File: config.mk
export PLATFORM = sky130hd
export DESIGN_NAME = spi_bit_counter
export DESIGN_NICKNAME = d
export VERILOG_FILES = /design/src/source/spi_bridge_pkg.sv /design/src/source/spi_bit_counter.sv
export SDC_FILE = /design/constraint.sdc
export NUM_CORES = 1
export LEC_CHECK = 0
export ABC_CLOCK_PERIOD_IN_PS = 3300
export BUFFER_PORTS_ARGS = -buffer_cell sky130_fd_sc_hd__buf_2
export CAP_MARGIN = 20
export CORE_AREA = 3 3 40 42
export CTS_BUF_LIST = sky130_fd_sc_hd__clkbuf_4 sky130_fd_sc_hd__clkbuf_8 sky130_fd_sc_hd__clkbuf_16
export DETAILED_ROUTE_END_ITERATION = 7
export DIE_AREA = 0 0 43 45
export REMOVE_ABC_BUFFERS = 1
export SETUP_SLACK_MARGIN = 0.2
export SLEW_MARGIN = 5
export SYNTH_ARGS = -nofsm -noshare
export SYNTH_HDL_FRONTEND = slang
export SYNTH_SLANG_ARGS = --single-unit
File: constraint.sdc
create_clock -name spi_cs_ni -period 3.3 [get_ports spi_cs_ni]
set_input_delay 0.495 -clock spi_cs_ni [delete_from_list [all_inputs] [get_ports spi_cs_ni]]
set_output_delay 0.495 -clock spi_cs_ni [all_outputs]
set_load 0.01 [all_outputs]
File: src/source/spi_bridge_pkg.sv
//**********************************************************************
// Shared widths and types for the SPI to RAM bridge
// Holds the frame FSM states, the command byte layout, the received
// byte view and the bus request carried from the FSM to the bus side
//**********************************************************************
package spi_bridge_pkg;

    localparam int ADDR_W      = 12; // Bus address, 4096 bytes
    localparam int DATA_W      = 8;  // Bus data
    localparam int BIT_CNT_W   = 3;  // Counts eight bits per byte
    localparam int SYNC_STAGES = 2;  // Input synchroniser depth

    // Frame FSM, one state per expected byte
    typedef enum logic [2:0] {
        st_cmd,     // Waiting for the command byte
        st_data,    // Write data byte
        st_addr_lo, // Low address byte
        st_valid,   // Request issued this cycle
        st_done     // Idle until chip select drops
    } cmd_state_e;

    // Command byte, MSB first on the wire
    typedef struct packed {
        logic       we;       // 1 = write
        logic       set_addr; // 1 = low address byte follows
        logic [1:0] rsvd;     // Ignored
        logic [3:0] addr_hi;  // Upper address bits
    } cmd_fields_s;

    // Received byte seen raw or as a command
    typedef union packed {
        logic [DATA_W-1:0] raw;
        cmd_fields_s       cmd;
    } spi_byte_u;

    // One pending bus transfer
    typedef struct packed {
        logic [ADDR_W-1:0] addr;
        logic [DATA_W-1:0] wdata;
        logic              we;
    } bus_req_s;

endpackage

File: src/source/spi_bit_counter.sv
//**********************************************************************
// Samples the serial clock and chip select in the system clock domain
// Gives one-cycle pulses for sclk edges and for each completed byte
//**********************************************************************
`timescale 1ns/10ps

module spi_bit_counter (
    input  logic spi_cs_ni,   // System clock
    input  logic spi_sck_i,   // Async reset, active high
    input  logic sclk_i,      // Serial clock as data
    input  logic csn_i,       // Serial chip select, active low
    output logic rise_o,      // Synchronised sclk rising edge
    output logic fall_o,      // Synchronised sclk falling edge
    output logic sel_o,       // High while selected
    output logic byte_done_o  // Rise that completes eight bits
);
    import spi_bridge_pkg::*;

    logic [SYNC_STAGES-1:0] sclk_sync;
    logic [SYNC_STAGES-1:0] csn_sync;
    logic                   sclk_q;   // Previous synchronised sclk
    logic [BIT_CNT_W-1:0]   bit_cnt;
    logic                   sclk_s;

    assign sclk_s = sclk_sync[SYNC_STAGES-1];
    assign sel_o  = ~csn_sync[SYNC_STAGES-1];

    always_ff @(posedge spi_cs_ni or posedge spi_sck_i) begin
        if (spi_sck_i) begin
            sclk_sync <= '0;
            csn_sync  <= '1;  // Deselected out of reset
            sclk_q    <= 1'b0;
        end else begin
            sclk_sync <= {sclk_sync[SYNC_STAGES-2:0], sclk_i};
            csn_sync  <= {csn_sync[SYNC_STAGES-2:0], csn_i};
            sclk_q    <= sclk_s;
        end
    end

    // Edges only count inside a frame
    assign rise_o = sel_o & sclk_s & ~sclk_q;
    assign fall_o = sel_o & ~sclk_s & sclk_q;

    always_ff @(posedge spi_cs_ni or posedge spi_sck_i) begin
        if (spi_sck_i) begin
            bit_cnt <= '0;
        end else if (!sel_o) begin
            bit_cnt <= '0;  // Realign at each frame
        end else if (rise_o) begin
            bit_cnt <= bit_cnt + 1'b1;  // Wraps after the eighth bit
        end
    end

    assign byte_done_o = rise_o && (bit_cnt == BIT_CNT_W'(7));

    a_edges_exclusive: assert property (
        @(posedge spi_cs_ni) disable iff (spi_sck_i) !(rise_o && fall_o));

endmodule

# After elaboration in Yosys (flattened, before gate mapping)
# Cells that the tools add are included.
# word_totals
input_bits	4
reg_bits	8
output_inout_bits	4
# classes
n_eq_ne	1
n_reduce_logical	2
muxes	2
bitwise_logic	7
add_sub_neg	1
# op_table
op	count
3-bit two-way mux	2
1-bit AND	4
3-bit by 1-bit adder with 3-bit output (second input constant)	1
3-bit == test (second input constant)	1
1-bit inverter	3
2-bit nonzero test	1
1-bit logical AND	1

# Logic depth before layout (Yosys ltp)
# Gate-level depths: netlist of the first run.
# depth
word_depth	5
depth_mapped	4

# Worst setup path after synthesis of the first run
# No wires, ideal clock.
# synth_timing
path_kind	reg-to-output
start	register bit_cnt[0]
end	output port byte_done_o
stages_incl_launch_ff	4
t_arrival_ns	0.873
setup_slack_ns	1.932
required_time_ns	2.805
cell_sequence	dfrtp_1 -> ha_1 -> ha_1 -> and2_1
# synth_between
elab_chain_len	2
# synth_lines
element	line	rtl
from (decl)	spi_bit_counter.sv:22	logic [BIT_CNT_W-1:0] bit_cnt;
from (signal assigned)	spi_bit_counter.sv:50	bit_cnt <= bit_cnt + 1'b1;
3-bit == test	spi_bit_counter.sv:54	assign byte_done_o = rise_o && (bit_cnt == BIT_CNT_W'(7));
1-bit logical AND	spi_bit_counter.sv:54	
to (decl)	spi_bit_counter.sv:15	output logic byte_done_o
# Every way passes these cells.

# Final worst setup path of the first run
# Ends and elaborated chain as after synthesis.

==> run_results.csv, run 1 <==
group,metric,value,unit
synth,syn_area_per_cell,13.6,µm²
sta,slew_viol_final,0,
synth,ys.flop_type,"dfrtp_1",
clock_tree,cts_hold_buf,0,
final_layout,nets,43,
clock_tree,cts_tree,"done",
global_route,grtUsageMet1,5.47,%
sta,setup_ws,1520,ps
clock_tree,cts.reportedPaths.clkPinSlew,50,ps
sta,fmax,563,MHz
clock_tree,h-tree-depth,1,
critical_path,cp_data_required_time,2800,ps
power,p_leak,0.211,nW
outcome,status,"complete, no violations",
final_layout,fill_cells,135,
routing,detail-route-antenna-nets,0,
clock_tree,cts_buffers,3,
sta,final-hold-violation-count,0,
power,power_density,484,nW/µm²
critical_path,rr_endpoint,"bit_cnt[2]",
clock_tree,clock_latency,250,ps
placement,gp_congestion,0.595,
sta,min_period,1780,ps
final_layout,drive_above_1_share,44.4,%
die,die-area,1940,µm²
routing,drt_first_pass_iters,1,
critical_path,worstSetupPathType,"flip-flop to primary output",
final_layout,areaGrowthSynthToFinish,24.6,%
synth,ys_types,14,
synth,netlist.area_leader.share,44.1,%
placement,dpl_cell_area,394,µm²
routing,vias_per_cell,4.20,
final_layout,diodes,0,
synth,yosys_warnings,0,
routing,wirelength,506,µm
routing,wl_per_cell,9.92,µm
die,placeableCoreArea,1280,µm²
critical_path,r2r_cells,4,
final_layout,fin_area,424,µm²
critical_path,end_kind,"primary output",
synth,synth_area_leaders,"dfrtp_1 (44%), dfstp_2 (15%), ha_1 (7.4%)",
critical_path,critical_path.endpoint,"byte_done_o",
synth,synth_edf_count,0,
synth,async_flop_share,100,%
global_route,track_usage,6.82,%
routing,drtIter0Drc,0,
placement,portBuffers,7,
synth,ys_seq_area_share,59.6,%
synth,syn-cell-area,340,µm²
critical_path,path_max_fanout,3,
synth,synthCells,25,
sta,setup_tns,0,ps
global_route,grt_pass1_wl,876,µm
critical_path,crit_arrival,1280,ps
global_route,antenna_found_initial,0,
clock_tree,cts_resized,0,
critical_path,crit_path_start_kind,"flip-flop",
sta,rsz0062_at_grt,"false",
sta,max_slew_margin,80.7,%
global_route,grt-busiest-layer,"met2",
job,maxCapViolations,0,
synth,yosysMostFrequentCell,"dfrtp_1",
global_route,grt_pass1_vias,222,
clock_tree,cts_root_buf,"clkbuf_4",
sta,fin_crit_sh,53.8,%
min_path,hp-class,"input port to asynchronous set/reset pin",
global_route,grtUsageMet3,2.79,%
die,die_w,43,µm
placement,pre_cts_slack,1770,ps
critical_path,r2r_start,"bit_cnt[0]",
global_route,grt_max_degree,10,
critical_path,startpoint,"bit_cnt[0]",
global_route,gr-usage-met2,11.1,%
sta,tightest_slew,289,ps
synth,ys_seq_elements,8,
global_route,grt-ovfl-total,0,
die,io_pins,8,
routing,route.detailed.drc,0,
sta,skew,8.27,ps
routing,via_count,214,
synth,synth_top_area_cell,"dfrtp_1",
die,fp.dieH,45,µm
die,rows,13,
placement,dp_hpwl,426,µm
clock_tree,cts.sinks,8,
critical_path,rrSetupSlack,2110,ps
sta,setup_violations,0,
power,ir_worst_vdd,0.000174,V
clock_tree,cts_setup_buffers,0,
die,start_util,26.5,%
clock_tree,cts_buffer_depth,2,
## routing by layer
metal  vias up  wire length (µm)
met5         -                 0
met4         0                 0
met3         0                53
met2         7               278
li1        108                 -
met1        99               174
## sequential cells by signal (all words and copies together) (netlist names)
register	cells
sclk_sync	2
csn_sync	2
bit_cnt	3
sclk_q	1
## worst max-delay path, cell delays in order, from the launching register on
cell     delay [ps]
dfrtp_1         400
ha_1            210
ha_1            170
and2_1          120
buf_2           130
## where the power goes
group          switching, mW  leakage, nW  total, mW  internal (mW)
clock network         0.0295       0.0184     0.0837         0.0542
logic                0.00576       0.0954     0.0132        0.00745
registers            0.00461       0.0971      0.108          0.104
total                 0.0398        0.211      0.205          0.166
## cell families after synthesis
kind of cell               Yosys count  synth area share [%]
buffers and inverters                2                  2.21
and+or+nand+nor                     10                  23.5
muxes                                1                  4.41
AOI/OAI and AO/OA                    2                  2.94
DFF                                  8                  59.6
adders and majority gates            2                  7.35
## cells in the final DEF, fill, tap and decap left out, drive strengths merged
cell     instances
buf              7
clkbuf           4
and2             1
o21ai            2
dfstp            2
nor2b            2
nor2             1
mux2             1
dfrtp            6
ha               2
nand4bb          2
nor3b            2
nand2b           2
inv              2
## per-stage QoR
step / hold slack (ps) / std cells / util [%] / total power, mW
CTS: 173 / 51 / 33.0 / 0.212
finish: 174 / 51 / 33.0 / 0.205
global route: 173 / 51 / 33.0 / 0.222
detailed placement: 347 / 47 / 30.7 / 0.124
global placement: 337 / 47 / 30.7 / 0.123
floorplan: 309 / 25 / - / 0.118
## cell type report
| class | instances | area, µm² | share of cell area [%] |
|---|---|---|---|
| Sequential cell | 8 | 203 | 47.8 |
| Multi-Input combinational cell | 15 | 130 | 30.7 |
| Timing Repair Buffer | 7 | 35.0 | 8.26 |
| Clock buffer | 4 | 30.0 | 7.08 |
| Tap cell | 15 | 18.8 | 4.42 |
| Inverter | 2 | 7.51 | 1.77 |
## worst min-delay path by stage
stage / to / slack (ps) / cells after the start
finish: sclk_sync[0] / 170 / 2
global route: sclk_sync[0] / 170 / 2
detailed placement: csn_sync[1] / 350 / 0
floorplan: bit_cnt[0] / 310 / 1
global placement: sclk_sync[1] / 340 / 0
CTS: sclk_sync[1] / 170 / 2
Note: power is estimated with default switching activity, not from simulation.
==> inputs of run 2 (changes only) <==
--- a/config.mk
+++ b/config.mk
@@ -5,7 +5,7 @@
 export SDC_FILE = /design/constraint.sdc
 export NUM_CORES = 1
 export LEC_CHECK = 0
-export ABC_CLOCK_PERIOD_IN_PS = 3300
+export ABC_CLOCK_PERIOD_IN_PS = 1700
 export BUFFER_PORTS_ARGS = -buffer_cell sky130_fd_sc_hd__buf_2
 export CAP_MARGIN = 20
 export CORE_AREA = 3 3 40 42
==> constraint.sdc (replaced) <==
create_clock -name spi_cs_ni -period 1.7 [get_ports spi_cs_ni]
set_input_delay 0.255 -clock spi_cs_ni [delete_from_list [all_inputs] [get_ports spi_cs_ni]]
set_output_delay 0.255 -clock spi_cs_ni [all_outputs]
set_load 0.01 [all_outputs]
==> run 2 against run 1 <==
Die area unchanged. Sequential share of layout area down 4.2 points. Setup slack worse by 1300 ps. Total power up 99%. Core utilization up 3.2 points. First-iteration DRC count up 2. Hold slack worse by 71 ps. Final area up 9.7%. Non-clock buffer count up 2. Sequential power up 94%. Critical path type unchanged.
==> run_results.csv, run 2 (synthesis gave the netlist of run 1 again) <==
group,metric,value,unit
global_route,track_usage,7.15,%
sta,max_slew_margin,81.0,%
die,die-area,1940,µm²
sta,setup_violations,0,
critical_path,cp_data_required_time,1440,ps
clock_tree,cts_buffers,3,
critical_path,worstSetupPathType,"flip-flop to primary output",
min_path,whs_endpoint,"sclk_sync[0]",
critical_path,rrSetupSlack,600,ps
sta,skew,13.5,ps
critical_path,critPathSlowestCell,"dfrtp_1",
sta,tightest_slew,284,ps
min_path,hp-start,"sclk_i",
critical_path,end_kind,"primary output",
global_route,grt_pass1_wl,924,µm
clock_tree,cts.reportedPaths.clkPinSlew,60,ps
power,power.total,409,µW
final_layout,nets,45,
final_layout,largest_register,"bit_cnt",
routing,vias_per_cell,4.23,
sta,fin_crit_sh,86.7,%
final_layout,areaGrowthSynthToFinish,36.8,%
placement,gp_congestion,0.623,
power,p_leak,0.216,nW
critical_path,r2r_start,"bit_cnt[0]",
min_path,hp-class,"input port to flip-flop",
die,die_w,43,µm
die,placeableCoreArea,1280,µm²
sta,slew_viol_final,0,
critical_path,path_cells,"ha_2 -> ha_4 -> and2_4 -> buf_6",
die,start_util,26.5,%
routing,via_count,224,
clock_tree,cts_tree,"done",
power,ir_worst_vdd,0.000434,V
power,power_density,878,nW/µm²
routing,route.detailed.drc,0,
sta,final-hold-violation-count,0,
die,fp.dieH,45,µm
global_route,grt_pass1_vias,237,
min_path,hold_depth,1,
global_route,grt-ovfl-total,0,
placement,portBuffers,7,
final_layout,diodes,0,
critical_path,crit_arrival,1220,ps
routing,wl_per_cell,10.5,µm
final_layout,reg_top3,"bit_cnt: 3 flops, csn_sync: 2 flops, sclk_sync: 2 flops",
sta,fmax,679,MHz
clock_tree,cts_buffer_depth,2,
critical_path,r2r_cells,4,
clock_tree,clock_latency,250,ps
outcome,status,"complete, no violations",
clock_tree,h-tree-depth,1,
die,rows,13,
final_layout,largest_reg_flops,3,
clock_tree,cts_root_buf,"clkbuf_4",
final_layout,most-common-layout-cells,"dfrtp_1 (6), buf_2 (6), clkbuf_4 (4)",
routing,wirelength,557,µm
routing,detail-route-antenna-nets,0,
die,io_pins,8,
clock_tree,cts.sinks,8,
sta,setup_tns,0,ps
job,maxCapViolations,0,
routing,drtIter0Drc,2,
global_route,antenna_found_initial,0,
sta,rsz0062_at_grt,"true",
routing,drt_first_pass_iters,2,
critical_path,slowest_delay,380,ps
global_route,grt_max_degree,10,
critical_path,crit_path_start_kind,"flip-flop",
final_layout,drive_above_1_share,52.6,%
sta,min_period,1470,ps
critical_path,rr_endpoint,"bit_cnt[2]",
critical_path,path_max_fanout,2,
-- run 2: per-stage QoR --
step / setup WS, ps / hold WS [ps] / util [%] / cells / cell area (µm²)
floorplan: 572 / 69.2 / - / 25 / 340
global route: 171 / 80.7 / 36.2 / 53 / 465
finish: 227 / 103 / 36.2 / 53 / 465
detailed placement: 447 / 206 / 30.7 / 47 / 394
global placement: 463 / 199 / 30.7 / 47 / 394
CTS: 211 / 92.9 / 34.8 / 53 / 447
-- run 2: timing repair --
item	in CTS	in global routing
pin swaps	1	1
hold endpoints to repair	6	0
setup endpoints to repair	1	1
gates resized for setup	2	3
hold buffers	1	0
setup buffers	1	0
-- run 2: worst max-delay path, delay by kind of cell, from the launching register on --
kind / cells / cell delay, ps
fa+ha+maj: 2 / 350
buf+inv: 1 / 110
flops: 1 / 380
simple gates: 1 / 120
-- run 2: metal layers --
| layer | vias up | routed length, µm | GRT usage, % |
|---|---|---|---|
| li1 | 112 | - | - |
| met1 | 105 | 239 | 6.22 |
| met2 | 7 | 281 | 11.7 |
| met3 | 0 | 36 | 2.39 |
| met4 | 0 | 0 | 9.04 |
| met5 | - | 0 | 0 |
-- run 2: power by group --
group	switching, mW	internal, mW	leakage (nW)	total (mW)
clock	0.0616	0.106	0.0184	0.167
sequential	0.00855	0.202	0.0971	0.210
combinational	0.0128	0.0186	0.101	0.0315
-- run 2: worst max-delay path by stage --
stage	from	end	slack [ps]	cells after the start
floorplan	bit_cnt[0]	byte_done_o	570	3
global placement	bit_cnt[0]	byte_done_o	460	4
detailed placement	bit_cnt[0]	byte_done_o	450	4
CTS	bit_cnt[1]	byte_done_o	210	4
global route	bit_cnt[0]	byte_done_o	170	4
finish	bit_cnt[0]	byte_done_o	230	4
-- run 2: area by class of cell --
| type | instances | area, µm² |
|---|---|---|
| flip-flops and latches | 8 | 203 |
| repair buffers | 9 | 58.8 |
| fillers | 131 | 820 |
| inverters | 2 | 7.51 |
| multi-input cells | 15 | 148 |
| well taps | 15 | 18.8 |
| clock buffers | 4 | 30.0 |
==> inputs of run 3 (changes only) <==
--- a/config.mk
+++ b/config.mk
@@ -6,12 +6,12 @@
 export NUM_CORES = 1
 export LEC_CHECK = 0
 export ABC_CLOCK_PERIOD_IN_PS = 1700
-export BUFFER_PORTS_ARGS = -buffer_cell sky130_fd_sc_hd__buf_2
 export CAP_MARGIN = 20
 export CORE_AREA = 3 3 40 42
 export CTS_BUF_LIST = sky130_fd_sc_hd__clkbuf_4 sky130_fd_sc_hd__clkbuf_8 sky130_fd_sc_hd__clkbuf_16
 export DETAILED_ROUTE_END_ITERATION = 7
 export DIE_AREA = 0 0 43 45
+export DONT_BUFFER_PORTS = 1
 export REMOVE_ABC_BUFFERS = 1
 export SETUP_SLACK_MARGIN = 0.2
 export SLEW_MARGIN = 5
==> run 3 against run 2 <==
Final area shrank 12%. Largest power group unchanged. Total power shrank 8.4%. Clock skew decreased by 10 ps. Sequential cell count did not move. Clock-buffer cell count shrank 1. Sequential power barely moved.
==> run_results.csv, run 3 (synthesis gave the netlist of run 1 again) <==
group,metric,value,unit
outcome,status,"complete, no violations",
final_layout,most-common-layout-cells,"dfrtp_1 (6), clkbuf_4 (3)",
placement,portBuffers,0,
sta,setup_ws,271,ps
sta,min_period,1430,ps
clock_tree,cts.sinks,8,
die,start_util,26.5,%
sta,setup_violations,0,
critical_path,path_max_fanout,3,
placement,pre_cts_slack,508,ps
sta,holdWs,36.6,ps
sta,max_slew_margin,73.8,%
sta,fin_crit_sh,84.1,%
final_layout,reg_top3,"bit_cnt: 3 flops, csn_sync: 2 flops, sclk_sync: 2 flops",
clock_tree,cts_buffers,3,
placement,dpl_cell_area,359,µm²
critical_path,cp_num_buf_inv,0,
critical_path,critPathSlowestCell,"dfrtp_1",
critical_path,cp_common_cell,"ha_1",
power,power.total,374,µW
die,die-area,1940,µm²
final_layout,areaGrowthSynthToFinish,19.9,%
sta,rsz0062_at_grt,"false",
final_layout,post-route-util,31.7,%
die,placeableCoreArea,1280,µm²
final_layout,nets,38,
global_route,grt_max_degree,10,
die,fp.dieH,45,µm
routing,wl_per_cell,11.2,µm
critical_path,crit_arrival,1170,ps
sta,tightest_slew,392,ps
global_route,grt-ovfl-total,0,
global_route,grt_pass1_wl,855,µm
critical_path,crit_family,"flip-flops",
clock_tree,cts_root_buf,"clkbuf_4",
sta,skew,3.22,ps
critical_path,slowest_delay,390,ps
power,ir_worst_vdd,0.000363,V
routing,via_count,204,
final_layout,layout_commonest_cell,"dfrtp_1",
die,die_w,43,µm
global_route,antenna_found_initial,0,
placement,dp_cells,40,
die,io_pins,8,
critical_path,path_cells,"ha_1 -> ha_1 -> and2_1",
clock_tree,cts_tree,"done",
clock_tree,clock_latency,250,ps
clock_tree,cts.reportedPaths.clkPinSlew,50,ps
die,rows,13,
job,maxCapViolations,0,
critical_path,cp_data_required_time,1440,ps
final_layout,instances_no_fill,45,
min_path,hp-class,"input port to flip-flop",
sta,setup_tns,0,ps
clock_tree,cts_buffer_depth,2,
critical_path,end_kind,"primary output",
critical_path,crit_path_start_kind,"flip-flop",
clock_tree,cts_setup_buffers,0,
routing,drtIter0Drc,0,
sta,final-hold-violation-count,0,
sta,fmax,700,MHz
power,power_density,917,nW/µm²
power,p_leak,0.186,nW
global_route,grt_pass1_vias,210,
placement,gp_congestion,0.575,
final_layout,diodes,0,
routing,drt_first_pass_iters,1,
final_layout,drive_above_1_share,26.7,%
routing,vias_per_cell,4.53,
routing,route.detailed.drc,0,
final_layout,largest_reg_flops,3,
final_layout,fin_area,408,µm²
global_route,track_usage,6.42,%
placement,dp_hpwl,402,µm
clock_tree,h-tree-depth,1,
routing,detail-route-antenna-nets,0,
sta,slew_viol_final,0,
final_layout,largest_register,"bit_cnt",
routing,wirelength,502,µm
critical_path,worstSetupPathType,"flip-flop to primary output",
==> run 3: cell count changes in the layout (fill, tap and decap cells not counted), sizes merged <==
cell	before	now
buf	8	0
clkbuf	4	3
dlygate4sd3	1	2
==> run 3: power breakdown <==
part | internal (mW) | leakage [nW] | switching [mW]
combinational | 0.0145 | 0.0749 | 0.0106
clock | 0.0803 | 0.0138 | 0.0574
sequential | 0.202 | 0.0971 | 0.00965
==> run 3: layout make-up <==
cell class / instances / area [µm²]
repair buffers: 2 / 20.0
inverters: 2 / 7.51
well taps: 15 / 18.8
flip-flops and latches: 8 / 203
clock buffers: 3 / 22.5
multi-input cells: 15 / 136
fillers: 142 / 877
==> run 3: path summary, 6_finish.rpt <==
| kind | startpoint | endpoint | slack (ps) | depth (start not counted) |
|---|---|---|---|---|
| max | bit_cnt[0] | byte_done_o | 270 | 3 |
| min | sclk_i | sclk_sync[0] | 40 | 0 |
| max reg2reg | bit_cnt[0] | bit_cnt[2] | 530 | 4 |
| min reg2reg | sclk_sync[0] | sclk_sync[1] | 350 | 0 |
| max in group asynchronous | spi_sck_i | csn_sync[0] | 1050 | 2 |
| min in group asynchronous | spi_sck_i | bit_cnt[2] | 380 | 2 |
==> run 3: repair_timing <==
action / CTS / global route
endpoints found under the setup margin: 0 / 1
resized for setup: 0 / 1
hold buffers: 2 / 0
hold endpoints to repair: 7 / 0
==> run 3: layer usage <==
layer / vias up / track usage [%] / routed length (µm)
li1: 96 / - / -
met4: 0 / 3.61 / 0
met1: 99 / 6.53 / 189
met5: - / 0 / 0
met3: 0 / 3.98 / 43
met2: 9 / 10.2 / 269
==> run 3: worst register-to-register path, stage by stage, from the launching register on <==
cell and delay, ps:
dfrtp_1 390, ha_1 200, ha_1 270, nand4bb_1 90, o21ai_0 90
